`src/rv32_defs.svh`:
```
/*
 * rv32 load/store subsystem constants: data and address widths, RAM latency,
 * opcodes, funct3 access codes and instruction field positions
 */
`ifndef RV32_DEFS_SVH
`define RV32_DEFS_SVH

////////////////////////////////////////////////////////////
// data path and memory sizing
////////////////////////////////////////////////////////////

`define XLEN        32
// byte address width of the data RAM, 12 bits is 4 KB
`define ADDRW       12
// cycles from the first mem_en cycle to mem_ready, never below 1
`define RAM_LATENCY 2

////////////////////////////////////////////////////////////
// opcodes and funct3 access codes
////////////////////////////////////////////////////////////

`define OPC_LOAD    7'b0000011
`define OPC_STORE   7'b0100011
`define OPC_LUI     7'b0110111

`define F3_B        3'b000
`define F3_H        3'b001
`define F3_W        3'b010
`define F3_BU       3'b100
`define F3_HU       3'b101

////////////////////////////////////////////////////////////
// instruction field positions and widths
////////////////////////////////////////////////////////////

`define OPCODE_LSB   0
`define OPCODE_W     7
`define RD_LSB       7
`define RD_W         5
`define FUNCT3_LSB   12
`define FUNCT3_W     3
`define RS1_LSB      15
`define RS1_W        5
`define RS2_LSB      20
`define RS2_W        5
// I-type immediate, and the two halves of the S-type immediate
`define IMM_I_LSB    20
`define IMM_I_W      12
`define IMM_S_LO_LSB 7
`define IMM_S_LO_W   5
`define IMM_S_HI_LSB 25
`define IMM_S_HI_W   7
`define IMM_U_LSB    12
`define IMM_U_W      20

`endif

```
`src/rv32_regfile.sv`:
```
/*
 * 32 entry integer register file, two read ports, one write port and a
 * debug read port, x0 reads zero
 */
`timescale 1ns/1ps

`include "rv32_defs.svh"

module rv32_regfile (
    input  logic               aclk,
    input  logic               aresetn,
    // source operands
    input  logic [`RS1_W-1:0]  rs1_addr,
    output logic [`XLEN-1:0]   rs1_val,
    input  logic [`RS2_W-1:0]  rs2_addr,
    output logic [`XLEN-1:0]   rs2_val,
    // debug read
    input  logic [`RD_W-1:0]   dbg_addr,
    output logic [`XLEN-1:0]   dbg_val,
    // write back
    input  logic               rd_wr,
    input  logic [`RD_W-1:0]   rd_addr,
    input  logic [`XLEN-1:0]   rd_val
);

    logic [`XLEN-1:0] regs [32];

    ////////////////////////////////////////////////////////////
    // write port
    ////////////////////////////////////////////////////////////

    always_ff @(posedge aclk or negedge aresetn) begin
        if (!aresetn) begin
            for (int i = 0; i < 32; i++) begin
                regs[i] <= '0;
            end
        end else if (rd_wr && rd_addr != '0) begin
            // writes to x0 are dropped, so x0 keeps its reset value
            regs[rd_addr] <= rd_val;
        end
    end

    ////////////////////////////////////////////////////////////
    // read ports
    ////////////////////////////////////////////////////////////

    assign rs1_val = regs[rs1_addr];
    assign rs2_val = regs[rs2_addr];
    assign dbg_val = regs[dbg_addr];

    a_rd_addr_known: assert property (@(posedge aclk) disable iff (!aresetn)
        rd_wr |-> !$isunknown(rd_addr));

endmodule

```
`config.mk`:
```
export PLATFORM = sky130hd
export DESIGN_NAME = rv32_regfile
export DESIGN_NICKNAME = d
export VERILOG_FILES = /design/src/rv32_regfile.sv
export VERILOG_INCLUDE_DIRS = /design/src
export SDC_FILE = /design/constraint.sdc
export NUM_CORES = 2
export LEC_CHECK = 0
export BUFFER_PORTS_ARGS = -buffer_cell sky130_fd_sc_hd__buf_2
export CAP_MARGIN = 20
export CORE_MARGIN = 2
export CORE_UTILIZATION = 40
export CTS_CLUSTER_DIAMETER = 200
export DETAILED_ROUTE_END_ITERATION = 10
export HOLD_SLACK_MARGIN = 0.06
export SYNTH_ARGS = -nofsm -noshare
export SYNTH_HDL_FRONTEND = slang
export SYNTH_SLANG_ARGS = --single-unit
```
`constraint.sdc`:
```
create_clock -name aclk -period 4.01 [get_ports aclk]
set_clock_uncertainty 0.05 [all_clocks]
set_input_delay 0.401 -clock aclk [delete_from_list [all_inputs] [get_ports aclk]]
set_output_delay 0.401 -clock aclk [all_outputs]
set_load 0.02 [all_outputs]
```
**Word-level counts from Yosys, hierarchy flattened**

Index checks and enable logic that the tools add are counted.

- Reductions and logical operators: 3
- Multiplexer cells: 12
- Bitwise operators: 4
- Magnitude comparators: 5

Operator list:

| operator | number |
|---|---|
| $bwmux W1024 | 1 |
| $bmux W32 S5 | 3 |
| $mux W32 | 7 |
| $demux W32 S5 | 1 |
| $ge A6 B6 Y1 const B | 4 |
| $not A5 Y6 | 4 |
| $lt A6 B1 Y1 const B | 1 |
| $reduce_bool A5 Y1 | 1 |
| $logic_and A1 B1 Y1 | 2 |

- Output and inout bits: 96
- Bits of input ports: 55
- Flip-flop bits (word level): 1024
- Logic and storage cells: 56

**Depth between registers and ports, before layout**

- Word-level depth: 6
- Gate-level depth with buffers: 8

**Worst setup path before layout**

No wires, ideal clock.

- Path kind: input port to output port
- Start point: in dbg_addr[1]
- End point: out dbg_val[16]
- Arrival time: 1.717 ns
- Required time: 3.559 ns
- Setup slack: 1.842 ns
- Stages on the path: 8
- Cells stage by stage: buf_2 > buf_2 > buf_4 > buf_4 > mux2i_1 > a22oi_1 > a31oi_1 > nand3_1

- Word-level cells in the longest chain between the ends: 4

Ends and longest elaborated chain:

| item | RTL line | RTL |
|---|---|---|
| from (decl) | rv32_regfile.sv:18 | `` input logic [`RD_W-1:0] dbg_addr, `` |
| $not A5 Y6 (implied by the code) | rv32_regfile.sv:49 | `assign dbg_val = regs[dbg_addr];` |
| $bmux W32 S5 | rv32_regfile.sv:49 |  |
| $mux W32 (implied by the code) (2 in series) | rv32_regfile.sv:49 |  |
| to (decl) | rv32_regfile.sv:19 | `` output logic [`XLEN-1:0] dbg_val, `` |

Every way passes these cells. The select of a mux whose other input is x is not followed.

**Worst setup path after layout**

- Start point: in rs1_addr[0]
- End point: out rs1_val[7]

- Word-level cells in the longest chain between the ends: 4

Ends and longest elaborated chain:

| item | RTL line | RTL |
|---|---|---|
| from (decl) | rv32_regfile.sv:13 | `` input logic [`RS1_W-1:0] rs1_addr, `` |
| $not A5 Y6 (implied by the code) | rv32_regfile.sv:47 | `assign rs1_val = regs[rs1_addr];` |
| $bmux W32 S5 | rv32_regfile.sv:47 |  |
| $mux W32 (implied by the code) (2 in series) | rv32_regfile.sv:47 |  |
| to (decl) | rv32_regfile.sv:14 | `` output logic [`XLEN-1:0] rs1_val, `` |

Every way passes these cells. The select of a mux whose other input is x is not followed.

==> impl_metrics.yaml <==
floorplan:
  die_area_sq_um: 164000
  pin_count: 151
  dieWidth_microns: 405
  die_h_microns: 405
  fp-row-count: 147
  initial_core_util: 0.401
  core_area_sq_um: 160000
logic_synthesis:
  ys_seq_area_frac: 0.399
  yosysWarnings: 0
  yosysUniqueCellTypes: 29
  yosysMostFrequentCell: "mux2i_1"
  netlist_top_cells_area: "dfrtp_1 40%, mux2i_1 24%, mux2_2 17%"
  synth_top_area_share: 0.399
  syn_nets: 5823
  synth_top_cells_by_count: "1536 x mux2i_1, 1024 x dfrtp_1, 982 x mux2_2"
  synth-main-ff-cell: "dfrtp_1"
  yosysTopAreaCell: "dfrtp_1"
  synthArstFlopShare: 1.00
  syn_area_sq_um: 64200
  syn_avg_cell_area_sq_um: 11.1
  synth-seq-cells: 1024
  synth_edf_count: 0
  syn_inst: 5768
layout:
  top_regs: "regs (1024)"
  final_core_util: 0.449
  top_register: "regs"
  layout-drive-gt1-share: 0.279
  fin_cells: 7846
  syn2layout_area_growth_pct: 11.8
  largest_reg_flops: 1024
  nets: 5705
place:
  dpl.hpwl_mm: 141
  place_congestion: 0.872
  dp.cells: 7622
  io_buffers: 150
critical_path:
  reg2reg_depth: 1
  critPathMaxStageDelay_ns: 0.52
  reg2reg_to: "regs[689]"
  crit_type: "in2out"
  cpMaxStageDelayCell: "nor2_4"
  cp_common_cell: "buf_2"
  critPathLaunchType: "primary input"
  crit_arrival_ns: 2.85
  r2r_slack_ns: 3.12
  r2r-start: "regs[689]"
  cp_max_fo: 32
  cp_data_required_time_ns: 3.56
  end_kind: "output pin"
  cp_cell_sequence: "buf_2, nor2_4, buf_12, buf_4, a22o_1, nor3_1, a31oi_1, nand3_1, buf_2"
clock_tree:
  ctsHtreeMaxLevel: 3
  cts_buffers: 111
  clock-root-buffer: "clkbuf_16"
  clock-sinks: 1024
  cts_tree: "yes"
  post_cts_resize_count: 0
  clk_path_buf_depth: 3
  clock_latency_ns: 0.74
  path_clk_slew_ns: 0.07
drt:
  vias: 50193
  drcViolationCount: 0
  vias_per_cell: 6.40
  drtAntennaViolNets: 0
  drt-pass1-iter-count: 5
  post_drt_wl_per_cell_microns: 30.8
  routed_wl_mm: 242
  first_iter_violations: 5368
sta:
  fin_setup_tns_ns: 0
  rsz0062_at_grt: "false"
  fin_crit_sh: 0.823
  finalCriticalPeriod_ns: 3.30
  maxSlewHeadroom: 0.178
  slew_violations: 0
  clock.fmax_ghz: 0.303
  setup_viol: 0
  final_hold_viol_count: 0
  worst_slew_pin_slew_ns: 1.23
grt:
  grt_start_max_net_pins: 90
  antenna_found_initial: 32
  grtUsageTotal: 0.288
  grt_overflow: 0
  grt_pass1_wl_mm: 350
  grt_pass1_vias: 49769
job:
  maxCapViolations: 0
hold_path:
  hold_start: "rd_val[31]"
  min_path_cells: 2
  hold_end: "regs[703]"
  worstHoldPathType: "in2reg"
power:
  p_leak_nw: 33.9
  irDropWorstVdd_uv: 375
  p_per_area_nw_per_um2: 462
status:
  outcome: "finished clean"
-- area by class of cell --
cell class / instances / area (sq um)
repair buffers: 374 / 3550
diodes: 16 / 40.0
well taps: 2086 / 2610
clock buffers: 158 / 3270
flip-flops and latches: 1024 / 25600
fillers: 14917 / 88200
multi-input cells: 4139 / 36100
clock inverters: 49 / 597
-- what timing repair did --
action                    in CTS  in global routing
hold buffers                   1                  0
buffers inserted               0                  0
hold endpoints to repair      53                  0
-- routing by layer --
layer / routed length [microns] / GRT usage
met5: 112 / 0
met4: 12400 / 0.151
met1: 102000 / 0.382
met3: 19100 / 0.0611
met2: 109000 / 0.442
-- cell usage in the layout (no fill, tap or decap), types with 98 or more instances in the layout --
cell | netlist | routed
dfrtp_1 | 1024 | 1024
a21oi_1 | 288 | 288
a22o_1 | 192 | 192
mux2i_1 | 1536 | 1536
nand3_1 | 292 | 290
clkbuf_16 | 0 | 115
nor3_1 | 98 | 98
a22oi_1 | 288 | 288
buf_2 | 228 | 146
buf_4 | 51 | 137
mux2_2 | 982 | 982
nand2_1 | 306 | 290
-- metrics by stage --
| step | worst slack [ns] | cell area, sq um | total power [mW] | hold slack (ns) |
|---|---|---|---|---|
| after CTS | 0.811 | 71800 | 33.2 | 0.190 |
| after global placement | 0.833 | 67900 | 21.9 | 0.355 |
| final | 0.711 | 71800 | 33.2 | 0.232 |
| after floorplan | 1.84 | 64200 | 19.6 | 0.0554 |
| after detailed placement | 0.817 | 67900 | 22.2 | 0.360 |
| after global routing | 0.719 | 71800 | 34.6 | 0.234 |
-- critical path, delay by kind of cell --
kind | cells | cell delay, ns
and+or+nand+nor | 3 | 0.84
AOI/OAI and AO/OA | 2 | 0.50
buffers and inverters | 4 | 1.07
-- how the worst max path moves through the flow --
stage / startpoint / to / slack [ns] / depth (start not counted)
3_3_place_gp: dbg_addr[0] / dbg_val[0] / 0.83 / 8
3_5_place_dp: rs1_addr[0] / rs1_val[7] / 0.82 / 9
5_1_grt: dbg_addr[2] / dbg_val[0] / 0.72 / 8
4_1_cts: rs1_addr[0] / rs1_val[7] / 0.81 / 9
2_1_floorplan: dbg_addr[1] / dbg_val[16] / 1.84 / 8
6_report: rs1_addr[0] / rs1_val[7] / 0.71 / 9
-- where the power goes --
part | internal [mW] | total [mW] | switching, mW
logic | 3.85 | 7.85 | 3.99
clock network | 6.43 | 11.0 | 4.56
registers | 12.3 | 14.3 | 2.03
total | 22.6 | 33.2 | 10.6
-- logic make-up (layout without fill, tap and decap cells) --
logic type / count (synthesis) / count (layout) / synth area share
buffers and inverters: 605 / 581 / 0.0435
AO/OA/AOI/OAI: 864 / 864 / 0.0916
other: 0 / 16 / 0
flip-flops: 1024 / 1024 / 0.399
multiplexers: 2528 / 2528 / 0.413
AND/OR/NAND/NOR: 747 / 747 / 0.0527
Power figures use the tool's default switching activity.
