<file path="src/rv32_defs.svh">
/*
 * rv32 load/store subsystem constants: data and address widths, RAM latency,
 * opcodes, funct3 access codes and instruction field positions
 */
`ifndef RV32_DEFS_SVH
`define RV32_DEFS_SVH

////////////////////////////////////////////////////////////
// data path and memory sizing
////////////////////////////////////////////////////////////

`define XLEN        32
// byte address width of the data RAM, 12 bits is 4 KB
`define ADDRW       12
// cycles from the first mem_en cycle to mem_ready, never below 1
`define RAM_LATENCY 2

////////////////////////////////////////////////////////////
// opcodes and funct3 access codes
////////////////////////////////////////////////////////////

`define OPC_LOAD    7'b0000011
`define OPC_STORE   7'b0100011
`define OPC_LUI     7'b0110111

`define F3_B        3'b000
`define F3_H        3'b001
`define F3_W        3'b010
`define F3_BU       3'b100
`define F3_HU       3'b101

////////////////////////////////////////////////////////////
// instruction field positions and widths
////////////////////////////////////////////////////////////

`define OPCODE_LSB   0
`define OPCODE_W     7
`define RD_LSB       7
`define RD_W         5
`define FUNCT3_LSB   12
`define FUNCT3_W     3
`define RS1_LSB      15
`define RS1_W        5
`define RS2_LSB      20
`define RS2_W        5
// I-type immediate, and the two halves of the S-type immediate
`define IMM_I_LSB    20
`define IMM_I_W      12
`define IMM_S_LO_LSB 7
`define IMM_S_LO_W   5
`define IMM_S_HI_LSB 25
`define IMM_S_HI_W   7
`define IMM_U_LSB    12
`define IMM_U_W      20

`endif

</file>
<file path="src/rv32_pkg.sv">
/*
 * rv32 load/store types: decoded instruction bus and operation enums
 */
package rv32_pkg;

    // operation class seen by the memory unit
    typedef enum logic [1:0] {
        OP_LOAD  = 2'd0,
        OP_STORE = 2'd1,
        OP_LUI   = 2'd2,
        OP_NOP   = 2'd3
    } rv_op_e;

    // access width, taken from funct3
    typedef enum logic [1:0] {
        SZ_BYTE = 2'd0,
        SZ_HALF = 2'd1,
        SZ_WORD = 2'd2
    } mem_size_e;

    // imm12 holds the I immediate for loads, the rebuilt S immediate for stores
    typedef struct packed {
        rv_op_e      op;
        mem_size_e   size;
        logic        unsigned_ld;
        logic [4:0]  rd;
        logic [4:0]  rs1;
        logic [4:0]  rs2;
        logic [11:0] imm12;
        logic [19:0] imm20;
    } inst_fields_t;

endpackage

</file>
<file path="src/rv32_issue.sv">
/*
 * issue stage: takes one instruction, decodes it and holds it on the
 * memory unit until the retiring pulse
 */
`timescale 1ns/1ps

`include "rv32_defs.svh"

module rv32_issue
    import rv32_pkg::*;
(
    input  logic         aclk,
    input  logic         aresetn,
    input  logic         inst_valid,
    input  logic [31:0]  inst,
    output logic         inst_ready,
    output logic         memfy_en,
    output inst_fields_t instbus,
    input  logic         memfy_ready
);

    logic [`OPCODE_W-1:0] opcode;
    logic [`FUNCT3_W-1:0] funct3;
    logic                 busy;
    inst_fields_t         decoded;

    assign opcode = inst[`OPCODE_LSB +: `OPCODE_W];
    assign funct3 = inst[`FUNCT3_LSB +: `FUNCT3_W];

    ////////////////////////////////////////////////////////////
    // decode
    ////////////////////////////////////////////////////////////

    always_comb begin
        decoded     = '0;
        decoded.rd  = inst[`RD_LSB +: `RD_W];
        decoded.rs1 = inst[`RS1_LSB +: `RS1_W];
        decoded.rs2 = inst[`RS2_LSB +: `RS2_W];
        case (opcode)
            `OPC_LOAD:  decoded.op = OP_LOAD;
            `OPC_STORE: decoded.op = OP_STORE;
            `OPC_LUI:   decoded.op = OP_LUI;
            default:    decoded.op = OP_NOP;
        endcase
        case (funct3)
            `F3_B, `F3_BU: decoded.size = SZ_BYTE;
            `F3_H, `F3_HU: decoded.size = SZ_HALF;
            default:       decoded.size = SZ_WORD;
        endcase
        decoded.unsigned_ld = (funct3 == `F3_BU) || (funct3 == `F3_HU);
        // store immediate is split around rd in the encoding
        if (opcode == `OPC_STORE) begin
            decoded.imm12 = {inst[`IMM_S_HI_LSB +: `IMM_S_HI_W],
                             inst[`IMM_S_LO_LSB +: `IMM_S_LO_W]};
        end else begin
            decoded.imm12 = inst[`IMM_I_LSB +: `IMM_I_W];
        end
        decoded.imm20 = inst[`IMM_U_LSB +: `IMM_U_W];
    end

    ////////////////////////////////////////////////////////////
    // capture and hold
    ////////////////////////////////////////////////////////////

    // busy covers the whole life of the instruction in the memory unit
    always_ff @(posedge aclk or negedge aresetn) begin
        if (!aresetn) begin
            busy <= 1'b0;
        end else if (!busy && inst_valid) begin
            busy <= 1'b1;
        end else if (memfy_ready) begin
            busy <= 1'b0;
        end
    end

    always_ff @(posedge aclk) begin
        if (inst_valid && inst_ready) begin
            instbus <= decoded;
        end
    end

    assign inst_ready = !busy;
    assign memfy_en   = busy;

endmodule

</file>
<file path="config.mk">
export PLATFORM = sky130hd
export DESIGN_NAME = rv32_issue
export DESIGN_NICKNAME = d
export VERILOG_FILES = /design/src/rv32_pkg.sv /design/src/rv32_issue.sv
export VERILOG_INCLUDE_DIRS = /design/src
export SDC_FILE = /design/constraint.sdc
export NUM_CORES = 1
export LEC_CHECK = 0
export BUFFER_PORTS_ARGS = -buffer_cell sky130_fd_sc_hd__buf_2
export CAP_MARGIN = 20
export CORE_MARGIN = 2
export CORE_UTILIZATION = 41
export CTS_CLUSTER_SIZE = 12
export DETAILED_ROUTE_END_ITERATION = 12
export GPL_ROUTABILITY_DRIVEN = 0
export PLACE_DENSITY = 0.81
export SYNTH_ARGS = -nofsm -noshare
export SYNTH_HDL_FRONTEND = slang
export SYNTH_SLANG_ARGS = --single-unit
</file>
<file path="constraint.sdc">
create_clock -name aclk -period 2.8 [get_ports aclk]
set_input_delay 0.14 -clock aclk [delete_from_list [all_inputs] [get_ports aclk]]
set_output_delay 0.14 -clock aclk [all_outputs]
set_load 0.01 [all_outputs]
</file>
; ---- After elaboration in Yosys (flattened, before gate mapping)
; Cells that the tools add are included.
[op_classes]
shifts = 0
magnitude_cmp = 0
reduce_logical = 7
eq_ne = 6
div_mod_pow = 0
add_sub_neg = 0
mul = 0
muxes = 5
bitwise = 0
[ops]
columns = op, count
row1 = 7-bit by 6-bit == test with 1-bit output (second input constant), 2
row2 = 7-bit by 2-bit == test with 1-bit output (second input constant), 1
row3 = 3-bit == test (second input constant), 2
row4 = 2-bit one-hot mux with 3 select lines, 1
row5 = 5-bit 2-to-1 mux, 1
row6 = 2-bit one-hot mux with 2 select lines, 1
row7 = 2-bit OR reduction, 2
row8 = 3-bit by 1-bit == test with 1-bit output (second input constant), 1
row9 = 3-bit zero test, 1
row10 = 1-bit 2-to-1 mux, 2
row11 = 2-bit nonzero test, 1
row12 = 1-bit logical AND, 1
row13 = 1-bit zero test, 1
row14 = 1-bit logical OR, 1
[totals]
word_cells = 27
mem_bits_rw = 0
input_bits = 36
memories = 0
ff_bits = 53
rom_bits = 0
latch_bits = 0

; ---- Logic depth before layout (Yosys ltp)
; Gate-level depths: netlist of the first run.
[depth]
word_depth = 3
mapped_depth = 3
depth_no_buf = 3

; ---- Worst setup path after synthesis of the first run
; OpenSTA, ideal clock, no wires.
[synth_path]
path_type = flip-flop to flip-flop
start = reg busy, in the netlist memfy_en
end = reg instbus[0] (netlist name) (enable)
arrival_time_ns = 2.030
setup_slack_ns = 0.338
setup_ns = 0.432
period_less_slack_ns = 2.462
path_buffers = 0
path_stages_with_launch = 2
t_required_ns = 2.368
path_cell_list = dfrtp_1 nor2b_1
[synth_via]
elab_chain_cells = 2
[synth_rtl]
columns = item, line
row1 = "start, declared", rv32_issue.sv:24  ; logic busy;
row2 = "start signal, assigned", rv32_issue.sv:68  ; busy <= 1'b0;
row3 = "start signal, assigned", rv32_issue.sv:70  ; busy <= 1'b1;
row4 = "start signal, assigned", rv32_issue.sv:72  ; busy <= 1'b0;
row5 = 1-bit zero test, rv32_issue.sv:82  ; assign inst_ready = !busy;
row6 = 1-bit logical AND, rv32_issue.sv:77  ; if (inst_valid && inst_ready) begin
row7 = "end signal, assigned", rv32_issue.sv:78  ; instbus <= decoded;
row8 = "end, declared", rv32_issue.sv:18  ; output inst_fields_t instbus,
; No other way between the ends.
; A chain may end at the register's enable or synchronous reset.

; ---- Worst setup path in the final report of the first run
[layout_path]
start = reg busy, in the netlist memfy_en
end = reg instbus[40] (netlist name) (enable)
; Same word-level chain as after synthesis.

==> results of run 1 <==
[power by group]
part	internal (W)	switching [W]
sequential	0.000639	0.0000150
clock	0.0000921	0.000162
combinational	0.0000830	0.0000850
total	0.000814	0.000262
[metal layers]
layer	track usage (%)	vias to the layer above	routed length (um)
met5	0	-	0
met4	5.47	0	44
met3	6.09	5	344
met2	28.7	70	1420
met1	16.4	435	1110
li1	-	456	-
[cell families (layout without fill, tap and decap cells)]
family / Yosys count / in the layout
AO/OA/AOI/OAI: 2 / 2
buffers and inverters: 19 / 124
flip-flops: 36 / 36
multiplexers: 5 / 5
AND/OR/NAND/NOR: 9 / 9
[metrics by stage]
step	area, um2	util [%]	setup slack [ps]
after floorplan	1350	-	338
after global placement	1720	56.0	1300
after detailed placement	1720	56.0	1200
after CTS	2040	66.1	1190
after global routing	2040	66.1	1130
final	2040	66.1	1220
[sequential cells by signal, indices dropped and copies added (netlist names)]
signal	flops
memfy_en	1
instbus	35
[final timing paths]
path,cells past startpoint,start,endpoint
setup / recovery,1,memfy_en$_DFFE_PN0P_,instbus[40]$_DFFE_PP_
min in group asynchronous,2,aresetn,memfy_en$_DFFE_PN0P_
hold reg to reg,2,memfy_en$_DFFE_PN0P_,memfy_en$_DFFE_PN0P_
setup reg to reg,1,memfy_en$_DFFE_PN0P_,instbus[40]$_DFFE_PP_
max in group asynchronous,2,aresetn,memfy_en$_DFFE_PN0P_
hold / removal,1,inst[13],instbus[49]$_DFFE_PP_
[cell usage in the layout (no fill, tap or decap)]
master	netlist	layout
and3_1	1	1
and4bb_2	1	1
buf_2	0	89
clkbuf_4	0	5
clkinv_1	0	1
clkinv_2	0	2
dfrtp_1	1	1
dlygate4sd3_1	0	26
edfxtp_1	35	35
inv_1	1	1
mux2_2	5	5
nand2_1	1	1
nand3_4	1	1
nor2_1	1	1
nor2b_1	3	2
nor2b_4	0	1
nor3_1	1	1
o21ai_0	1	1
o21bai_1	1	1
[final cells by class]
type	count	area, um2
clock inverter	3	13.8
clock buffer	5	37.5
multi-input combinational	16	144
tap	44	55.1
sequential	36	1080
fill	225	1040
timing repair buffer	115	706
inverter	1	3.75
==> results.toml, run 1 <==
[power]
total_power_w = 0.00108
p_leak_nw = 0.879
peakVddDrop_mv = 0.316
power_density_mw_per_mm2 = 528

[route]
routedWlPerCell_um = 13.2
drc = 0
routed_wirelength_mm = 2.91
routed_via_density = 4.39
drt_first_pass_iters = 4
num_vias = 966
postRouteAntennaNets = 0
drt_iter0_drc = 6

[critical_path]
critPathRequiredTime_ps = 2760
critical-path-top-delay-family = "simple AND/OR/NAND/NOR gates"
worstSetupEndpointType = "register"
critPathMaxFanout = 36
worstPathCellList = "nor2b_4"
start_kind = "register"
reg2reg_slack_ps = 1220
crit_type = "register to register"
crit_slowest_cell = "nor2b_4"
slowest_delay_ps = 760
arrival_ps = 1540
cp.buffers_inverters = 0

[run_status]
status = "completed"

[synthesis]
synth_fp_nets = 107
synth_top_cell_by_area = "edfxtp_1"
synth_compound_area_share_pct = 0.929
synth-simple-area-share_pct = 5.01
ys_warn_count = 0
synth_area_mm2 = 0.00135
ys_ff_latch = 36
synth_cell_types = 15
synth_top_flop_cell = "edfxtp_1"
synth.cells.most_frequent = "edfxtp_1 (35), buf_4 (17), mux2_2 (5), nor2b_1 (3)"
synth.most_common_cell = "edfxtp_1"
syn_avg_cell_area_um2 = 19.0
ys_seq_area_share_pct = 79.9
synth_cells = 71
postSynth.asyncResetShare_pct = 2.78
synth_top_family_by_area = "buffers and inverters"
synth_adder_area_share_pct = 0
synth_area_leaders = "edfxtp_1 (78%), buf_4 (9.5%), mux2_2 (4.2%)"
synth_xor_area_share_pct = 0
synth.top_cell.area_share_pct = 78.0
synthMuxAreaShare_pct = 4.18
synth_edf_count = 35

[grt]
grt_start_max_net_pins = 37
overflow = 0
antenna_found_initial = 0
grt.total_usage_pct = 15.7
grt_pass1_vias = 912
grt_pass1_wl_mm = 4.08

[layout]
area_growth_pct = 51.1
nets = 211
antenna_cells = 0
instances_no_fill = 220
drive_gt1_share_pct = 59.1

[clock_tree]
cts_tree = "done"
post_cts_buffers = 0
clk_latency_ps = 330
clock_sinks = 36
cts_resized = 0
cts_buffer_depth = 2
root_buffer = "clkbuf_4"
ctsHoldBuffers = 26
clk_pin_slew_ps = 100
numCtsBuffers = 5
htree_levels = 2

[hold_path]
hold_path_class = "primary input to register"

[floorplanning]
start_util_pct = 43.8
io_pins = 90
core_mm2 = 0.00308
die_y_um = 61.3
die_w_um = 61.3
rows = 20
dieArea_mm2 = 0.00376

[sta]
slew_headroom_pct = 36.6
worst_pin_slew_ps = 949
rsz0062_at_grt = "false"
fin_hold_ws_ps = 28.1
fin_crit_sh_pct = 56.5
fin_crit_ps = 1580
maxSlewViolCount = 0
fmax_mhz = 632
fin_skew_ps = 7.32
setup_tns_ps = 0
hold_viol = 0
setup_violations = 0

[place]
portBuffers = 89
place_inst = 186
place_hpwl_mm = 1.89

[flow_run]
drv_cap = 0
Note: power is estimated with default switching activity, not from simulation.
==> inputs of run 2 (changes only) <==
--- a/config.mk
+++ b/config.mk
@@ -6,10 +6,11 @@
 export SDC_FILE = /design/constraint.sdc
 export NUM_CORES = 1
 export LEC_CHECK = 0
+export ABC_AREA = 1
 export BUFFER_PORTS_ARGS = -buffer_cell sky130_fd_sc_hd__buf_2
 export CAP_MARGIN = 20
 export CORE_MARGIN = 2
-export CORE_UTILIZATION = 41
+export CORE_UTILIZATION = 42
 export CTS_CLUSTER_SIZE = 12
 export DETAILED_ROUTE_END_ITERATION = 12
 export GPL_ROUTABILITY_DRIVEN = 0
==> constraint.sdc (replaced) <==
create_clock -name aclk -period 1.5 [get_ports aclk]
set_input_delay 0.075 -clock aclk [delete_from_list [all_inputs] [get_ports aclk]]
set_output_delay 0.075 -clock aclk [all_outputs]
set_load 0.01 [all_outputs]
==> run 2 against run 1 <==
Net effect: sequential power up 85%; synthesized cell count up 38%; critical endpoint is now instbus[30]$_DFFE_PP_; global-route usage grew 1.0 points; largest cell class unchanged; setup slack got worse by 940 ps; critical path depth grew 3; flip-flop and latch count unchanged; synthesized area increased by 6.5%; combinational power is 100% higher; first-iteration DRC count grew to 5.2 times the previous value; utilization is 1.4 points lower.
==> results.toml, run 2 <==
[synthesis]
synth_fp_nets = 134
ys_ff_latch = 36
synth_cells = 98
synth_top_flop_cell = "edfxtp_1"
ys_seq_area_share_pct = 75.0
synth_area_leaders = "edfxtp_1 (73%), buf_4 (8.9%), nand2_1 (3.4%)"
synth.cells.most_frequent = "edfxtp_1 (35), buf_4 (17), nand2_1 (13), inv_1 (8)"
syn_avg_cell_area_um2 = 14.6
synth_top_cell_by_area = "edfxtp_1"
synth.most_common_cell = "edfxtp_1"
postSynth.asyncResetShare_pct = 2.78
ys_warn_count = 0
synth_edf_count = 35
synth.top_cell.area_share_pct = 73.2
synth_area_mm2 = 0.00144
synth_cell_types = 14

[run_status]
status = "completed"

[layout]
layout_commonest_cell = "buf_2"
regArea_mm2 = 0.00108
area_growth_pct = 49.4
layout_common_cells = "buf_2 (89), edfxtp_1 (35), dlygate4sd3_1 (27), nand2_1 (13)"
antenna_cells = 0
regMostFlops = "instbus"
largest_register_ffs = 35
fillCellCount = 278
multi_input_area_um2 = 194
instances_no_fill = 252
drive_gt1_share_pct = 51.0
nets = 241

[route]
postRouteAntennaNets = 0
routed_via_density = 4.21
drt_first_pass_iters = 4
routedWlPerCell_um = 12.4
drt_iter0_drc = 31
routed_wirelength_mm = 3.12
num_vias = 1061
drc = 0

[floorplanning]
die_w_um = 62.5
dieArea_mm2 = 0.00390
rows = 21
start_util_pct = 43.3
die_y_um = 62.5
io_pins = 90
core_mm2 = 0.00331

[critical_path]
start_kind = "register"
critPathRequiredTime_ps = 1510
reg2reg_slack_ps = 270
arrival_ps = 1240
critPathMaxFanout = 22
worstSetupEndpointType = "register"
crit_type = "register to register"

[power]
netSwitchingFraction_pct = 24.2
p_clk_share_pct = 22.9
seqPwrFrac_pct = 60.0
power.switching_w = 0.000490
power.internal_w = 0.00153
peakVddDrop_mv = 0.336
comb_power_share_pct = 17.0
p_leak_nw = 0.997
power_density_mw_per_mm2 = 943

[place]
place_hpwl_mm = 2.10
place_inst = 217
portBuffers = 89

[clock_tree]
root_buffer = "clkbuf_4"
numCtsBuffers = 5
clk_pin_slew_ps = 100
clock_sinks = 36
cts_buffer_depth = 2
htree_levels = 2
clk_latency_ps = 320
cts_tree = "done"

[sta]
hold_viol = 0
rsz0062_at_grt = "false"
setup_tns_ps = 0
worst_pin_slew_ps = 264
maxSlewViolCount = 0
fin_crit_sh_pct = 81.7
slew_headroom_pct = 82.4
fin_crit_ps = 1230
fmax_mhz = 816
setup_violations = 0
fin_skew_ps = 2.07

[hold_path]
hold_path_class = "primary input to asynchronous set/reset pin"

[grt]
grt_pass1_wl_mm = 4.89
grt.total_usage_pct = 16.7
grt_pass1_vias = 1020
overflow = 0
grt_start_max_net_pins = 23
antenna_found_initial = 0

[flow_run]
drv_cap = 0
[run 2: critical path, cell delays in order, from the launching register on]
cell	delay [ps]
dfrtp_1	390
inv_1	80
nand2_1	90
clkinvlp_4	80
buf_4	270
[run 2: path summary, 6_finish.rpt]
check | start | end | depth (start not counted)
max reg2reg | memfy_en$_DFFE_PN0P_ | instbus[30]$_DFFE_PP_ | 4
max in group asynchronous | aresetn | memfy_en$_DFFE_PN0P_ | 2
min | aresetn | memfy_en$_DFFE_PN0P_ | 2
min reg2reg | memfy_en$_DFFE_PN0P_ | memfy_en$_DFFE_PN0P_ | 2
min in group aclk | inst_valid | memfy_en$_DFFE_PN0P_ | 3
max | memfy_en$_DFFE_PN0P_ | instbus[30]$_DFFE_PP_ | 4
[run 2: final cells by class]
class                   count  area share [%]
repair buffers            118            34.1
well taps                  46            2.68
inverters                   9            1.75
flip-flops and latches     36            50.2
clock inverters             1           0.175
multi-input cells          35            9.04
clock buffers               7            2.10
[run 2: logic make-up after synthesis]
kind of cell	share of synthesized area, %
buffers and inverters	11.5
AOI/OAI and AO/OA	0.959
DFF	75.0
and+or+nand+nor	12.6
[run 2: power by group through the flow]
stage / Clock, W / Sequential [W] / Combinational, W
2_1_floorplan: 0 / 0.00128 / 0.000125
3_5_place_dp: 0 / 0.00124 / 0.000289
4_1_cts: 0.000472 / 0.00121 / 0.000344
6_report: 0.000464 / 0.00121 / 0.000344
5_1_grt: 0.000512 / 0.00122 / 0.000373
3_3_place_gp: 0 / 0.00123 / 0.000284
[run 2: repair_timing]
| item | in CTS | in global routing |
|---|---|---|
| hold buffers | 27 | 0 |
| buffers inserted | 0 | 0 |
| gates resized for setup | 0 | 0 |
| endpoints found under the hold margin | 28 | 0 |
[run 2: layer usage]
layer | global-route usage (%) | up-vias | part of all wire, %
met4 | 6.67 | 0 | 1.3
met2 | 31.7 | 59 | 56
met3 | 5.05 | 5 | 8.0
met1 | 17.0 | 470 | 35
li1 | - | 527 | -
met5 | 0 | - | 0
[run 2: through the flow]
step / worst slack, ps / hold WS [ps] / total power, W / utilization, % / cell area, um2
after floorplan: 30.3 / -221 / 0.00140 / - / 1440
after global placement: 322 / -148 / 0.00152 / 55.1 / 1830
after detailed placement: 291 / -149 / 0.00153 / 55.1 / 1830
after CTS: 266 / 24.2 / 0.00203 / 64.8 / 2140
after global routing: 188 / 64.6 / 0.00211 / 64.8 / 2140
final: 274 / 40.0 / 0.00202 / 64.8 / 2140
==> inputs of run 3 (changes only) <==
--- a/config.mk
+++ b/config.mk
@@ -6,15 +6,15 @@
 export SDC_FILE = /design/constraint.sdc
 export NUM_CORES = 1
 export LEC_CHECK = 0
-export ABC_AREA = 1
+export ABC_AREA = 0
 export BUFFER_PORTS_ARGS = -buffer_cell sky130_fd_sc_hd__buf_2
 export CAP_MARGIN = 20
 export CORE_MARGIN = 2
-export CORE_UTILIZATION = 42
+export CORE_UTILIZATION = 37
 export CTS_CLUSTER_SIZE = 12
 export DETAILED_ROUTE_END_ITERATION = 12
 export GPL_ROUTABILITY_DRIVEN = 0
-export PLACE_DENSITY = 0.81
+export PLACE_DENSITY = 0.77
 export SYNTH_ARGS = -nofsm -noshare
 export SYNTH_HDL_FRONTEND = slang
 export SYNTH_SLANG_ARGS = --single-unit
==> constraint.sdc (replaced) <==
create_clock -name aclk -period 1.1 [get_ports aclk]
set_input_delay 0.055 -clock aclk [delete_from_list [all_inputs] [get_ports aclk]]
set_output_delay 0.055 -clock aclk [all_outputs]
set_load 0.01 [all_outputs]
==> run 3 against run 2 <==
Net effect: global-route usage is 1.2 points lower; maximum frequency is 15% higher; register-to-register slack worse by 240 ps; via count is 7.0% lower; utilization is 2.8 points lower; non-clock buffer count stayed put; die area is 6.2% higher; routed wire length is 0.22% lower; critical path depth is 2 lower; clock-buffer cell count is 2 lower; critical path type unchanged; largest cell class unchanged; highest routed layer unchanged.
==> results.toml, run 3 (synthesis results as in run 1) <==
[critical_path]
endpoint = "instbus[38]$_DFFE_PP_"
arrival_ps = 1120
r2r-start = "memfy_en$_DFFE_PN0P_"
crit_path_start = "memfy_en$_DFFE_PN0P_"
worstRegToRegCells = 2
critPathMaxFanout = 18
rr_endpoint = "instbus[38]$_DFFE_PP_"
reg2reg_slack_ps = 30
crit_type = "register to register"
critPathRequiredTime_ps = 1150
start_kind = "register"
worstSetupEndpointType = "register"

[layout]
layout_common_cells = "buf_2 (89), edfxtp_1 (35), dlygate4sd3_1 (27), mux2_2 (5), clkbuf_4 (5)"
largest_register_ffs = 35
fin_area_mm2 = 0.00212
antenna_cells = 0
instances_no_fill = 225
layout_commonest_cell = "buf_2"
area_growth_pct = 57.1
nets = 214
post-route-util_pct = 62.0
drive_gt1_share_pct = 59.8
regMostFlops = "instbus"

[floorplanning]
rows = 21
die_y_um = 64.4
dieArea_mm2 = 0.00414
io_pins = 90
start_util_pct = 39.5
die_w_um = 64.4
core_mm2 = 0.00342

[sta]
hold_viol = 0
worst_pin_slew_ps = 262
rsz0062_at_grt = "true"
slew_headroom_pct = 82.5
setup_tns_ps = 0
fin_skew_ps = 13.5
fmax_mhz = 935
fin_crit_sh_pct = 97.2
maxSlewViolCount = 0
worst_slack_ps = 30.7
setup_violations = 0
fin_crit_ps = 1070

[place]
portBuffers = 89
post-place-ws_ps = -79.9
place_inst = 190
placed_area_mm2 = 0.00177
place_hpwl_mm = 2.05

[flow_run]
drv_cap = 0

[route]
drt_first_pass_iters = 4
drt_iter0_drc = 31
routedWlPerCell_um = 13.8
routed_via_density = 4.39
num_vias = 987
drc = 0
postRouteAntennaNets = 0
routed_wirelength_mm = 3.11

[grt]
grt_pass1_vias = 1020
overflow = 0
grt_start_max_net_pins = 19
antenna_found_initial = 0
grt.total_usage_pct = 15.6
grt_pass1_wl_mm = 4.61

[clock_tree]
root_buffer = "clkbuf_4"
numCtsBuffers = 5
cts_resized = 0
clock_sinks = 36
htree_levels = 2
cts_tree = "done"
clk_latency_ps = 340
cts_buffer_depth = 2
clk_pin_slew_ps = 100

[run_status]
status = "completed"

[hold_path]
hold_path_class = "primary input to asynchronous set/reset pin"

[power]
p_leak_nw = 0.910
peakVddDrop_mv = 1.07
power_density_mw_per_mm2 = 1430
run 3: what timing repair did:
item                                    CTS  global route
hold buffers                             27             0
endpoints found under the setup margin    0            14
hold endpoints to repair                 28             0
setup buffers                             0             0
run 3: how the worst min path moves through the flow:
stage                                 endpoint  slack, ps  depth (start not counted)    start
after floorplan           memfy_en$_DFFE_PN0P_       -240                          0  aresetn
after CTS                 memfy_en$_DFFE_PN0P_          2                          2  aresetn
final                     memfy_en$_DFFE_PN0P_         20                          2  aresetn
after detailed placement  memfy_en$_DFFE_PN0P_       -170                          1  aresetn
after global placement    memfy_en$_DFFE_PN0P_       -170                          1  aresetn
after global routing      memfy_en$_DFFE_PN0P_          4                          2  aresetn
run 3: area by class of cell:
class | count | area, um2
Tap cell | 46 | 57.6
Sequential cell | 36 | 1080
Fill cell | 276 | 1300
Multi-Input combinational cell | 16 | 144
Clock buffer | 5 | 37.5
Inverter | 1 | 3.75
Clock inverter | 3 | 42.5
Timing Repair Buffer | 118 | 756
run 3: power by group:
part,switching (W),leakage [nW],internal [W]
Clock,0.000433,0.0412,0.000474
Combinational,0.000224,0.532,0.000242
Sequential,0.0000367,0.337,0.00162
run 3: metrics by stage:
| step | total power (W) | hold slack, ps |
|---|---|---|
| global placement | 0.00207 | -171 |
| detailed placement | 0.00208 | -168 |
| floorplan | 0.00189 | -241 |
| CTS | 0.00308 | 1.90 |
| finish | 0.00303 | 19.2 |
| global route | 0.00316 | 3.83 |
run 3: metal layers:
layer / GRT usage [%] / part of all wire [%] / vias up
li1: - / - / 456
met4: 6.65 / 2.8 / 0
met3: 7.75 / 9.7 / 9
met2: 28.4 / 54 / 65
met5: 0 / 0 / -
met1: 14.6 / 33 / 457
run 3: worst max-delay path, stage by stage, from the launching register on:
cell and delay [ps]:
dfrtp_1 430, nor2b_4 190, buf_12 180
