<file path="src/rv32_defs.svh">
/*
 * rv32 load/store subsystem constants: data and address widths, RAM latency,
 * opcodes, funct3 access codes and instruction field positions
 */
`ifndef RV32_DEFS_SVH
`define RV32_DEFS_SVH

////////////////////////////////////////////////////////////
// data path and memory sizing
////////////////////////////////////////////////////////////

`define XLEN        32
// byte address width of the data RAM, 12 bits is 4 KB
`define ADDRW       12
// cycles from the first mem_en cycle to mem_ready, never below 1
`define RAM_LATENCY 2

////////////////////////////////////////////////////////////
// opcodes and funct3 access codes
////////////////////////////////////////////////////////////

`define OPC_LOAD    7'b0000011
`define OPC_STORE   7'b0100011
`define OPC_LUI     7'b0110111

`define F3_B        3'b000
`define F3_H        3'b001
`define F3_W        3'b010
`define F3_BU       3'b100
`define F3_HU       3'b101

////////////////////////////////////////////////////////////
// instruction field positions and widths
////////////////////////////////////////////////////////////

`define OPCODE_LSB   0
`define OPCODE_W     7
`define RD_LSB       7
`define RD_W         5
`define FUNCT3_LSB   12
`define FUNCT3_W     3
`define RS1_LSB      15
`define RS1_W        5
`define RS2_LSB      20
`define RS2_W        5
// I-type immediate, and the two halves of the S-type immediate
`define IMM_I_LSB    20
`define IMM_I_W      12
`define IMM_S_LO_LSB 7
`define IMM_S_LO_W   5
`define IMM_S_HI_LSB 25
`define IMM_S_HI_W   7
`define IMM_U_LSB    12
`define IMM_U_W      20

`endif

</file>
<file path="src/rv32_pkg.sv">
/*
 * rv32 load/store types: decoded instruction bus and operation enums
 */
package rv32_pkg;

    // operation class seen by the memory unit
    typedef enum logic [1:0] {
        OP_LOAD  = 2'd0,
        OP_STORE = 2'd1,
        OP_LUI   = 2'd2,
        OP_NOP   = 2'd3
    } rv_op_e;

    // access width, taken from funct3
    typedef enum logic [1:0] {
        SZ_BYTE = 2'd0,
        SZ_HALF = 2'd1,
        SZ_WORD = 2'd2
    } mem_size_e;

    // imm12 holds the I immediate for loads, the rebuilt S immediate for stores
    typedef struct packed {
        rv_op_e      op;
        mem_size_e   size;
        logic        unsigned_ld;
        logic [4:0]  rd;
        logic [4:0]  rs1;
        logic [4:0]  rs2;
        logic [11:0] imm12;
        logic [19:0] imm20;
    } inst_fields_t;

endpackage

</file>
<file path="src/rv32_memfy.sv">
/*
 * memory execution unit: loads, stores and LUI, with byte lane steering
 * on stores and sign or zero extension on loads
 */
`timescale 1ns/1ps

`include "rv32_defs.svh"

module rv32_memfy
    import rv32_pkg::*;
(
    input  logic                  aclk,
    input  logic                  aresetn,
    // instruction from the issue stage
    input  logic                  memfy_en,
    input  inst_fields_t          instbus,
    output logic                  memfy_ready,
    output logic                  idle,
    // register file
    output logic [`RS1_W-1:0]     rs1_addr,
    input  logic [`XLEN-1:0]      rs1_val,
    output logic [`RS2_W-1:0]     rs2_addr,
    input  logic [`XLEN-1:0]      rs2_val,
    output logic                  rd_wr,
    output logic [`RD_W-1:0]      rd_addr,
    output logic [`XLEN-1:0]      rd_val,
    // data RAM
    output logic                  mem_en,
    output logic                  mem_wr,
    output logic [`ADDRW-1:0]     mem_addr,
    output logic [`XLEN-1:0]      mem_wdata,
    output logic [`XLEN/8-1:0]    mem_strb,
    input  logic [`XLEN-1:0]      mem_rdata,
    input  logic                  mem_ready
);

    logic                 mem_access;
    logic                 memorying;
    logic [`XLEN-1:0]     addr;
    logic [1:0]           lane;
    logic [`XLEN/8-1:0]   strb_base;
    logic [`XLEN-1:0]     rdata_shift;
    logic [`XLEN-1:0]     load_val;

    assign mem_access = (instbus.op == OP_LOAD) || (instbus.op == OP_STORE);

    ////////////////////////////////////////////////////////////
    // access control
    ////////////////////////////////////////////////////////////

    // set after the first cycle of an access and cleared with mem_ready
    always_ff @(posedge aclk or negedge aresetn) begin
        if (!aresetn) begin
            memorying <= 1'b0;
        end else if (memorying) begin
            if (mem_ready) begin
                memorying <= 1'b0;
            end
        end else if (mem_en) begin
            memorying <= 1'b1;
        end
    end

    // LUI and no-ops retire in the first cycle
    assign memfy_ready = memfy_en && (!mem_access || (memorying && mem_ready));
    assign idle        = !memorying;

    ////////////////////////////////////////////////////////////
    // memory side
    ////////////////////////////////////////////////////////////

    assign addr = rs1_val + {{(`XLEN-12){instbus.imm12[11]}}, instbus.imm12};
    assign lane = addr[1:0];

    assign mem_en   = memfy_en && mem_access;
    assign mem_wr   = (instbus.op == OP_STORE);
    assign mem_addr = {addr[`ADDRW-1:2], 2'b00};

    always_comb begin
        case (instbus.size)
            SZ_BYTE: begin
                strb_base = {{(`XLEN/8-1){1'b0}}, 1'b1};
                mem_wdata = {(`XLEN/8){rs2_val[7:0]}};
            end
            SZ_HALF: begin
                strb_base = {{(`XLEN/8-2){1'b0}}, 2'b11};
                mem_wdata = {(`XLEN/16){rs2_val[15:0]}};
            end
            default: begin
                strb_base = '1;
                mem_wdata = rs2_val;
            end
        endcase
    end

    assign mem_strb = mem_wr ? (strb_base << lane) : '0;

    ////////////////////////////////////////////////////////////
    // register side
    ////////////////////////////////////////////////////////////

    assign rs1_addr = instbus.rs1;
    assign rs2_addr = instbus.rs2;
    assign rd_addr  = instbus.rd;

    // addressed lane moved down to bit 0
    assign rdata_shift = mem_rdata >> {lane, 3'b000};

    always_comb begin
        case (instbus.size)
            SZ_BYTE: load_val = {{(`XLEN-8){!instbus.unsigned_ld && rdata_shift[7]}},
                                 rdata_shift[7:0]};
            SZ_HALF: load_val = {{(`XLEN-16){!instbus.unsigned_ld && rdata_shift[15]}},
                                 rdata_shift[15:0]};
            default: load_val = mem_rdata;
        endcase
    end

    always_comb begin
        case (instbus.op)
            OP_LUI:  rd_val = {instbus.imm20, 12'b0};
            OP_LOAD: rd_val = load_val;
            default: rd_val = '0;
        endcase
    end

    assign rd_wr = memfy_en && ((instbus.op == OP_LUI) ||
                                (instbus.op == OP_LOAD && memorying && mem_ready));

    ////////////////////////////////////////////////////////////
    // checks
    ////////////////////////////////////////////////////////////

    a_instbus_stable: assert property (@(posedge aclk) disable iff (!aresetn)
        memorying |-> $stable(instbus));

    // misaligned accesses are not supported
    a_half_aligned: assert property (@(posedge aclk) disable iff (!aresetn)
        mem_en && instbus.size == SZ_HALF |-> !addr[0]);

    a_word_aligned: assert property (@(posedge aclk) disable iff (!aresetn)
        mem_en && instbus.size == SZ_WORD |-> addr[1:0] == 2'b00);

    a_ready_needs_en: assert property (@(posedge aclk) disable iff (!aresetn)
        mem_ready |-> mem_en);

endmodule

</file>
<file path="config.mk">
export PLATFORM = sky130hd
export DESIGN_NAME = rv32_memfy
export DESIGN_NICKNAME = d
export VERILOG_FILES = /design/src/rv32_pkg.sv /design/src/rv32_memfy.sv
export VERILOG_INCLUDE_DIRS = /design/src
export SDC_FILE = /design/constraint.sdc
export NUM_CORES = 1
export LEC_CHECK = 0
export ABC_AREA = 1
export BUFFER_PORTS_ARGS = -buffer_cell sky130_fd_sc_hd__buf_2
export CAP_MARGIN = 20
export CORE_MARGIN = 5
export CORE_UTILIZATION = 30
export DETAILED_ROUTE_END_ITERATION = 8
export PLACE_DENSITY_LB_ADDON = 0.12
export RECOVER_POWER = 25
export SYNTH_ARGS = -nofsm -noshare
export SYNTH_HDL_FRONTEND = slang
export SYNTH_SLANG_ARGS = --single-unit
</file>
<file path="constraint.sdc">
create_clock -name aclk -period 3.6 [get_ports aclk]
set_clock_uncertainty 0.1 [all_clocks]
set_input_delay 0.72 -clock aclk [delete_from_list [all_inputs] [get_ports aclk]]
set_output_delay 0.72 -clock aclk [all_outputs]
set_load 0.01 [all_outputs]
</file>
### Word level (Yosys, flattened, before mapping)

Index checks and enable logic that the tools add are counted.
W data, S select, Z words.

* add/subtract/negate cells: 1
* equality and inequality tests: 3
* shifts and indexed selects: 2
* multiplexer cells: 8
* reduce and logical (&&, ||, !) cells: 16

Operators with widths (number)
* $pmux W32 S2: 3
* $shr A32 B5 Y16: 1
* $add A12 B12 Y12: 1
* $logic_and A1 B1 Y1: 8
* $pmux W4 S2: 1
* $eq A2 B1 Y1 const B: 2
* $logic_not A2 Y1: 2
* $mux W4: 1
* $shl A4 B2 Y4: 1
* $logic_not A1 Y1: 3
* $logic_or A1 B1 Y1: 3
* $mux W1: 3
* $eq A2 B2 Y1 const B: 1

* register bits after elaboration: 1
* bits of input ports: 152

### Logic depth before layout (Yosys ltp)

Gate-level depths: netlist of run 1.

* word-level depth: 5
* depth in mapped cells: 10
* gate-level depth less buffers: 9

### Worst setup path after synthesis of run 1

OpenSTA, ideal clock, no wires.

* path kind: in2out
* start point: in instbus[20] (netlist bit)
* end point: out rd_val[0]
* arrival: 2295 ps
* required time: 2780 ps
* setup slack: 485 ps
* stages: 8
* cell sequence: ha_1 fa_1 buf_4 nor2_4 buf_6 o21ai_1 a21oi_1 nor3_1

* longest elaborated chain between the ends: 4

RTL lines
* start: declaration: line rv32_memfy.sv:16 `input inst_fields_t instbus,`
* $add A12 B12 Y12: line rv32_memfy.sv:72 `` assign addr = rs1_val + {{(`XLEN-12){instbus.imm12[11]}}, instbus.imm12}; ``
* $shr A32 B5 Y16: line rv32_memfy.sv:107 `assign rdata_shift = mem_rdata >> {lane, 3'b000};`
* $pmux W32 S2: line rv32_memfy.sv:110 `case (instbus.size)`
* $pmux W32 S2: line rv32_memfy.sv:120 `case (instbus.op)`
* end: declaration: line rv32_memfy.sv:26 `` output logic [`XLEN-1:0] rd_val, ``

No other way between the ends.

### Final worst setup path of run 1

* start point: in instbus[20] (netlist bit)
* end point: out rd_val[15]

* longest elaborated chain between the ends: 5

RTL lines
* $add A12 B12 Y12 (*): line rv32_memfy.sv:72
* $shr A32 B5 Y16 (*): line rv32_memfy.sv:107
* $logic_and A1 B1 Y1: line rv32_memfy.sv:111 `` SZ_BYTE: load_val = {{(`XLEN-8){!instbus.unsigned_ld && rdata_shift[7]}}, ``
* $pmux W32 S2 (*): line rv32_memfy.sv:110
* $pmux W32 S2 (*): line rv32_memfy.sv:120

Mark *: on every way between the ends. The rest lies on a longest branch, timed or not.

==> metrics.md, run 1 <==
| Metric | Value |
|---|---|
| Final nets | `about 830` |
| Final setup viols | `0` |
| Top_reg_cell synth | `dfrtp_1` |
| Hold Fails Final Rpt | `0` |
| Core area | `around 0.0081 mm²` |
| Worst Path Class, Setup | `primary input to primary output` |
| Initial antenna violation count | `1` |
| Worst Path Arrival | `2640 ps` |
| Mapped Area | `0.002491 mm²` |
| Largest regs | `memorying (1)` |
| Syn_area_per_cell | `between 4 and 5 µm²` |
| Register area share after synthesis | `0.01005` |
| Syn Inst Count | `501` |
| Starting Density | `0.3063` |
| EDFF count, synth | `0` |
| Yosys warnings | `0` |
| Req. time, crit path | `between 2000 and 3000 ps` |
| Tmin final | `approximately 3500 ps` |
| Total track usage | `0.1804` |
| Layout cells sized above 1 | `0.3548` |
| Fill cells | `950` |
| Most common cell after layout, fill and taps aside | `nand2_1` |
| Hold WC Path Type | `primary input to async pin` |
| Total Wirelength | `10180 µm` |
| Worst-path clk slew | `0 ps` |
| Worst Path Max Fanout | `8` |
| Placed Area | `~0.0034 mm²` |
| Remaining antenna violation count | `0` |
| Slowest CP cell | `fa_2` |
| Final cell count without fillers | `approximately 770` |
| Area of the multi-input gates | `approximately 0.002 mm²` |
| First-pass GRT wire length | `15600 µm` |
| Drt drc | `0` |
| Worst vdd ir | `0.07929 mV` |
| DRT iter0 DRCs | `about 150` |
| Max Slew Vio Count | `0` |
| Post-DP HPWL | `around 8600 µm` |
| Grt ovf | `0` |
| Power per cell area | `approximately 170 mW/mm²` |
| Cts hold-fix bufs | `0` |
| MaxCap Viol Count | `0` |
| Status | `finished clean` |
| Post-synthesis register bit count | `1` |
| Leak | `approximately 2.2 nW` |
| Period utilization | `0.9602` |
| Slew margin rel. | `0.6285` |
| Vias post-DR | `3559` |
| Placed cells | `between 700 and 800` |
| Chip Width | `~100 µm` |
| Commonest non-fill, non-tap cells in the layout | `nand2_1 (210), buf_2 (192), inv_1 (51)` |
| Biggest register | `memorying` |
| Largest net degree at the start of global routing | `26` |
| Finished Cell Area | `0.003423 mm²` |
| FF+latch area | `between 20 and 30 µm²` |
| Number of flip-flops under the largest register name | `1` |
| Vias in the first global route | `approximately 3300` |
| Drt pass-1 iters | `4` |
| Worst-Margin Slew | `~560 ps` |
| CP Launch Type | `primary input` |
| Total power draw | `0.0005727 W` |
| CP bufs+invs | `4` |
| Endpoint class of the critical path | `primary output` |
| CP cell instances | `buf_2, ha_1, fa_2, buf_4, nand3_2, nand3_4, buf_4, nand3_1, nand2_1, nand2_1, buf_2` |
| Hold WS | `just under 400 ps` |
| Via density per instance | `around 4.6` |
| P&R area growth vs syn | `37.42%` |
| Synth unique cells | `31` |
| Chip height | `around 100 µm` |
| Port bufs | `just under 200` |
| RSZ-0062 raised after global routing | `true` |
| I/O pin cnt | `~250` |
| GPL Wtd Cong | `~0.86` |
| FMAX | `0.2893 GHz` |
| Crit-path max cell delay | `roughly 660 ps` |
| Async SR Flop Fraction | `1.000` |
| Worst-Skew Late Latency | `0 ps` |
| Delay-heaviest family, CP | `adder cells` |
| Drt wl/cell | `approximately 13 µm` |
| Die area | `between 0.01 and 0.015 mm²` |
| Site Rows | `33` |
-- per-stage QoR --
step | setup WS, ps | TNS (ps) | util
finish | 143.3 | 0 | 0.4209
global placement | -55.08 | -201.1 | 0.4167
detailed placement | -56.08 | -180.3 | 0.4167
floorplan | 485.3 | 0 | -
CTS | 75.34 | 0 | 0.4173
global route | -9.584 | -13.28 | 0.4206
-- layout make-up --
| class | instances | share of cell area |
|---|---|---|
| multi-input combinational | 400 | 0.5713 |
| antenna | 1 | 0.0007310 |
| sequential | 1 | 0.007310 |
| timing repair buffer | 212 | 0.3205 |
| inverter | 55 | 0.06177 |
| tap | 105 | 0.03838 |
-- cells in the mapped netlist (3+ instances only) --
cell,instances,share of area
o21ai_1,3,0.0060
o211ai_1,8,0.024
nand3_1,33,0.066
nor2_4,4,0.018
nor3_1,7,0.014
nand3_2,3,0.012
nand2_1,211,0.32
ha_1,11,0.055
nand4_1,3,0.0075
xor2_1,7,0.025
nand2_2,12,0.030
buf_6,3,0.014
a21oi_1,31,0.062
o21ai_0,15,0.030
inv_1,51,0.077
nor2_1,40,0.060
buf_4,27,0.081
buf_2,9,0.018
clkbuf_1,7,0.011
-- routing by layer --
metal  up-vias  GRT usage  wire length, µm
met5         -          0               11
met4         2   0.006135               25
met3         4    0.02007              765
met2       127     0.3199             4939
met1      1542     0.2472             4432
li1       1884          -                -
-- kinds of logic (layout without fill, tap and decap cells) --
logic type	count (synthesis)	count (layout)	share of synthesized area
AND/OR/NAND/NOR	318	319	0.5520
buffers and inverters	102	267	0.2165
AO/OA/AOI/OAI	60	60	0.1321
adder cells (fa/ha/maj)	12	12	0.06328
XOR/XNOR	7	7	0.02461
other	1	3	0.001505
flip-flops	1	1	0.01004
-- path summary, 6_finish.rpt --
check / from / endpoint / slack (ps) / cells past startpoint
max: instbus[20] / rd_val[15] / 140 / 11
max in group asynchronous: aresetn / memorying / 2920 / 1
min reg2reg: memorying / memorying / 420 / 1
min: aresetn / memorying / 400 / 1
min in group aclk: memorying / memorying / 420 / 1
max reg2reg: memorying / memorying / 2810 / 2
-- power by group --
group / switching (W) / internal [W] / total [W]
sequential: 0.00000213 / 0.0000144 / 0.0000166
clock: 0 / 0.0000000000371 / 0.0000000000371
combinational: 0.000330 / 0.000226 / 0.000556
total: 0.000332 / 0.000241 / 0.000573
-- timing repair --
item                       in CTS  in global routing
cloned                          0                  1
resized for setup               2                  2
pin swaps                       0                  2
setup buffers                   0                  2
setup endpoints to repair       9                 13
No activity file was read; power rests on OpenSTA's default activity.
==> inputs of run 2 (changes only) <==
Clock period 3.6 ns to 3.5 ns, I/O delays scaled along.
==> run 2 against run 1 <==
Die area is the same. Highest routed layer unchanged. Sequential power about the same. Worst hold slack worse by 20 ps. Critical path type unchanged. Largest power group unchanged. Final cell count shrank 0.13%.
==> metrics.md, run 2 (synthesized netlist as in run 1, its figures left out) <==
| Metric | Value |
|---|---|
| Final cell count without fillers | `773 (-0.13%)` |
| Post-DP HPWL | `8854 µm (+2.4%)` |
| Most common cell after layout, fill and taps aside | `nand2_1` |
| First-pass GRT wire length | `16330 µm (+4.6%)` |
| Fill cells | `940 (-1.1%)` |
| DRT iter0 DRCs | `164 (+11%)` |
| CP Launch Type | `primary input` |
| Worst Path Arrival | `2560 ps (-80 ps)` |
| Total Wirelength | `10480 µm (+3.0%)` |
| Remaining antenna violation count | `0 (unchanged)` |
| Top layer in use | `met5` |
| Core area | `0.008134 mm² (unchanged)` |
| Number of flip-flops under the largest register name | `1 (unchanged)` |
| Drt pass-1 iters | `4 (unchanged)` |
| Initial antenna violation count | `2 (+1)` |
| Biggest register | `memorying` |
| Worst Path Class, Setup | `primary input to primary output` |
| Worst-path clk slew | `0 ps (unchanged)` |
| Worst-Margin Slew | `587.3 ps (+30.63 ps)` |
| Worst-Skew Late Latency | `0 ps (unchanged)` |
| Worst Path Max Fanout | `8 (unchanged)` |
| Endpoint class of the critical path | `primary output` |
| Postcts setup bufs | `0 (unchanged)` |
| I/O pin cnt | `252 (unchanged)` |
| Die area | `0.01023 mm² (unchanged)` |
| Hold WC Path Type | `primary input to async pin` |
| RSZ-0062 raised after global routing | `true` |
| Chip Width | `101.1 µm (unchanged)` |
| Max Slew Vio Count | `0 (unchanged)` |
| Metal2 WL | `5132 µm (+3.9%)` |
| Slew margin rel. | `0.6081 (-0.02044)` |
| FF+latch area | `25.02 µm² (unchanged)` |
| Final core occ | `0.4202 (-0.0006150)` |
| FMAX | `~0.30 GHz` |
| M1 wire length | `4393 µm (-0.88%)` |
| Grt ovf | `0 (unchanged)` |
| MaxCap Viol Count | `0 (unchanged)` |
| Period utilization | `0.9613` |
| Tmin final | `about 3400 ps` |
| Via density per instance | `4.630 (+0.69%)` |
| Commonest non-fill, non-tap cells in the layout | `nand2_1 (211), buf_2 (193), inv_1 (51)` |
| Starting Density | `0.3063 (unchanged)` |
| Layout cells sized above 1 | `0.3518 (-0.002994)` |
| Status | `finished clean` |
| P&R area growth vs syn | `37.22%` |
| Port bufs | `199 (unchanged)` |
| Power per cell area | `172.1 mW/mm² (+2.9%)` |
| GPL Wtd Cong | `0.8581 (-0.56%)` |
| Site Rows | `33 (unchanged)` |
| Total track usage | `0.1880 (+0.007637)` |
| Area of the multi-input gates | `0.001948 mm² (-0.38%)` |
| Largest net degree at the start of global routing | `26 (unchanged)` |
| Req. time, crit path | `2700 ps (-80 ps)` |
| Chip height | `101.1 µm (unchanged)` |
| Vias post-DR | `3579 (+0.56%)` |
| Largest regs | `memorying (1)` |
| N_diodes | `0 (-1)` |
| WL met3 | `879 µm (+15%)` |
| Vias in the first global route | `3478 (+5.5%)` |
| Total power draw | `0.0005884 W (+2.7%)` |
| Leak | `2.206 nW (+0.26%)` |
| Final nets | `834 (unchanged)` |
| Drt drc | `0 (unchanged)` |
| Final setup viols | `0 (unchanged)` |
| Drt wl/cell | `13.56 µm (+3.1%)` |
| Hold Fails Final Rpt | `0 (unchanged)` |
| Worst vdd ir | `0.07286 mV (-8.1%)` |
| Placed cells | `772 (+0.26%)` |
-- run 2: path summary, 6_finish.rpt --
path	from	to	slack [ps]	cells after the start
worst max-delay path	instbus[20]	rd_val[31]	140	12
max in group asynchronous	aresetn	memorying	2840	1
worst max register to register	memorying	memorying	2730	1
worst min-delay path	aresetn	memorying	380	1
worst min register to register	memorying	memorying	400	1
min in group aclk	memorying	memorying	400	1
-- run 2: critical path, stage by stage --
cell and delay, ps:
buf_2 100, ha_1 230, fa_1 490, buf_4 170, inv_2 90, nor2_2 130, nor2_4 60, nand3_2 120
nand3_4 160, nand2_1 130, nand2_1 60, buf_2 130
-- run 2: power by group --
part / internal [W] / switching (W)
sequential: 0.0000148 / 0.00000199
combinational: 0.000230 / 0.000342
clock: 0 / 0
total: 0.000245 / 0.000344
-- run 2: metrics by stage --
stage / setup WS (ps) / hold WS [ps] / cell area [µm²] / TNS [ps]
after floorplan: 425.3 / 304.4 / 2495 / 0
after global routing: -8.322 / 378.9 / 3418 / -22.07
after detailed placement: 44.34 / 376.9 / 3405 / 0
after global placement: 70.58 / 374.2 / 3405 / 0
final: 135.5 / 376.1 / 3418 / 0
after CTS: 37.94 / 376.6 / 3405 / 0
-- run 2: timing repair --
| item | 4_1_cts | 5_1_grt |
|---|---|---|
| hold buffers | 0 | 0 |
| resized for setup | 0 | 2 |
| setup endpoints to repair | 0 | 16 |
-- run 2: layout make-up --
type / instances / area share
multi-input combinational: 400 / 0.5699
tap: 105 / 0.03843
sequential: 1 / 0.007321
inverter: 55 / 0.06186
timing repair buffer: 212 / 0.3225
-- run 2: routing by layer --
metal | vias to the layer above | track usage
li1 | 1879 | -
met1 | 1562 | 0.2471
met2 | 126 | 0.3390
met3 | 8 | 0.02630
met4 | 4 | 0.01329
met5 | - | 0
==> inputs of run 3 (changes only) <==
Settings changed: REMOVE_ABC_BUFFERS set to 1.
==> run 3 against run 2 <==
Wire length is 2.8% higher. Sequential share of layout area hardly changed. Critical path depth is 1 lower. Register-to-register slack worse by 20 ps. Via count is 1.1% higher. Total power is 0.51% higher. Sequential power hardly changed. Global-route usage is 0.51 points higher. Flip-flop and latch count stayed put. Combinational power hardly changed. Worst hold slack worse by 0.67 ps. Worst setup slack better by 1.9 ps. Highest routed layer unchanged.
==> metrics.md, run 3 (synthesized netlist as in run 1, its figures left out) <==
| Metric | Value |
|---|---|
| Setup WS pre-CTS | `-28.46 ps (-72.81 ps)` |
| GPL Wtd Cong | `0.8438 (-1.7%)` |
| Worst-path clk slew | `0 ps (unchanged)` |
| Worst Path Max Fanout | `8 (unchanged)` |
| Final core occ | `0.4216 (+0.001384)` |
| N_diodes | `0 (unchanged)` |
| Status | `finished clean` |
| Total track usage | `0.1931 (+0.005109)` |
| Core area | `0.008134 mm² (unchanged)` |
| Worst-Skew Late Latency | `0 ps (unchanged)` |
| Cts hold-fix bufs | `0 (unchanged)` |
| Post-DP HPWL | `8897 µm (+0.49%)` |
| Total Wirelength | `10770 µm (+2.8%)` |
| FMAX | `0.2974 GHz (about the same)` |
| Vias in the first global route | `3332 (-4.2%)` |
| Worst-Margin Slew | `697.6 ps (+110.3 ps)` |
| Hold WS | `375.4 ps (-0.6740 ps)` |
| Max Slew Vio Count | `0 (unchanged)` |
| P&R area growth vs syn | `37.67%` |
| Slew margin rel. | `0.5344 (-0.07362)` |
| Most common cell after layout, fill and taps aside | `nand2_1` |
| DRT iter0 DRCs | `112 (-32%)` |
| Initial antenna violation count | `0 (-2)` |
| Chip Width | `101.1 µm (unchanged)` |
| Period utilization | `0.9608 (about the same)` |
| Sum of negative setup slack | `0 ps (unchanged)` |
| Port bufs | `199 (unchanged)` |
| Drt pass-1 iters | `4 (unchanged)` |
| Die area | `0.01023 mm² (unchanged)` |
| Final setup viols | `0 (unchanged)` |
| Number of flip-flops under the largest register name | `1 (unchanged)` |
| Placed Area | `0.003420 mm² (+0.44%)` |
| Drt drc | `0 (unchanged)` |
| Chip height | `101.1 µm (unchanged)` |
| Remaining antenna violation count | `0 (unchanged)` |
| Worst Path Class, Setup | `primary input to primary output` |
| MaxCap Viol Count | `0 (unchanged)` |
| Finished Cell Area | `0.003430 mm² (+0.33%)` |
| Starting Density | `0.3063 (unchanged)` |
| Grt ovf | `0 (unchanged)` |
| Biggest register | `memorying` |
| Drt wl/cell | `13.90 µm (+2.5%)` |
| Worst vdd ir | `0.06664 mV (-8.5%)` |
| Postcts setup bufs | `0 (unchanged)` |
| CP Launch Type | `primary input` |
| I/O pin cnt | `252 (unchanged)` |
| Hold Fails Final Rpt | `0 (unchanged)` |
| Endpoint class of the critical path | `primary output` |
| Final nets | `836 (+0.24%)` |
| Site Rows | `33 (unchanged)` |
| Vias post-DR | `3617 (+1.1%)` |
| Power per cell area | `172.4 mW/mm² (+0.18%)` |
| Largest net degree at the start of global routing | `33 (+27%)` |
| Layout cells sized above 1 | `0.3522 (+0.0004424)` |
| Leak | `2.207 nW (about the same)` |
| Worst Path Arrival | `2560 ps (about the same)` |
| RSZ-0062 raised after global routing | `false` |
| Hold WC Path Type | `primary input to async pin` |
| Largest regs | `memorying (1)` |
| First-pass GRT wire length | `16290 µm (-0.21%)` |
| Tmin final | `3363 ps (-1.910 ps)` |
| Worst Slack Setup Final | `137.4 ps (+1.910 ps)` |
| Commonest non-fill, non-tap cells in the layout | `nand2_1 (211), buf_2 (191), inv_1 (51)` |
| Req. time, crit path | `2700 ps (about the same)` |
| Via density per instance | `4.667 (+0.80%)` |
-- run 3: cell type report --
class | count | area [µm²]
Multi-Input combinational cell | 400 | 1951
Inverter | 55 | 211.5
Timing Repair Buffer | 214 | 1111
Tap cell | 105 | 131.4
Sequential cell | 1 | 25.02
Fill cell | 993 | 4705
-- run 3: power breakdown --
part | internal (W) | leakage [nW] | switching (W)
logic | 0.000233 | 2.20 | 0.000341
clock network | 0 | 0 | 0
registers | 0.0000148 | 0.0119 | 0.00000211
-- run 3: worst paths after layout --
| kind | startpoint | to | slack [ps] | cells past startpoint |
|---|---|---|---|---|
| min reg2reg | memorying | memorying | 410 | 1 |
| max | instbus[20] | rd_val[10] | 140 | 11 |
| min in group aclk | memorying | memorying | 410 | 1 |
| max in group asynchronous | aresetn | memorying | 2840 | 1 |
| max reg2reg | memorying | memorying | 2710 | 2 |
| min | aresetn | memorying | 380 | 1 |
-- run 3: critical path, cell delays in order --
cell and delay (ps):
buf_2 110, ha_1 220, fa_2 650, inv_2 110
nand3_2 110, nand3_4 100, buf_4 190, nand2_1 70
nand2_1 40, nor2_1 110, buf_2 150
-- run 3: repair_timing --
action	in CTS	in global routing
resized for setup	1	1
pin swaps	0	1
setup endpoints to repair	16	16
cloned	0	1
-- run 3: through the flow --
| stage | power (W) | cells |
|---|---|---|
| after floorplan | 0.0003311 | 455 |
| after global placement | 0.0005877 | 774 |
| after detailed placement | 0.0005911 | 774 |
| after CTS | 0.0005946 | 774 |
| after global routing | 0.0006656 | 775 |
| final | 0.0005914 | 775 |
-- run 3: metal layers --
metal / up-vias / global-route usage / wire length [µm]
met4: 2 / 0.008180 / 59
met2: 172 / 0.3275 / 4916
met1: 1556 / 0.2471 / 4393
met3: 6 / 0.06298 / 1321
met5: - / 0.05288 / 79
li1: 1881 / - / -
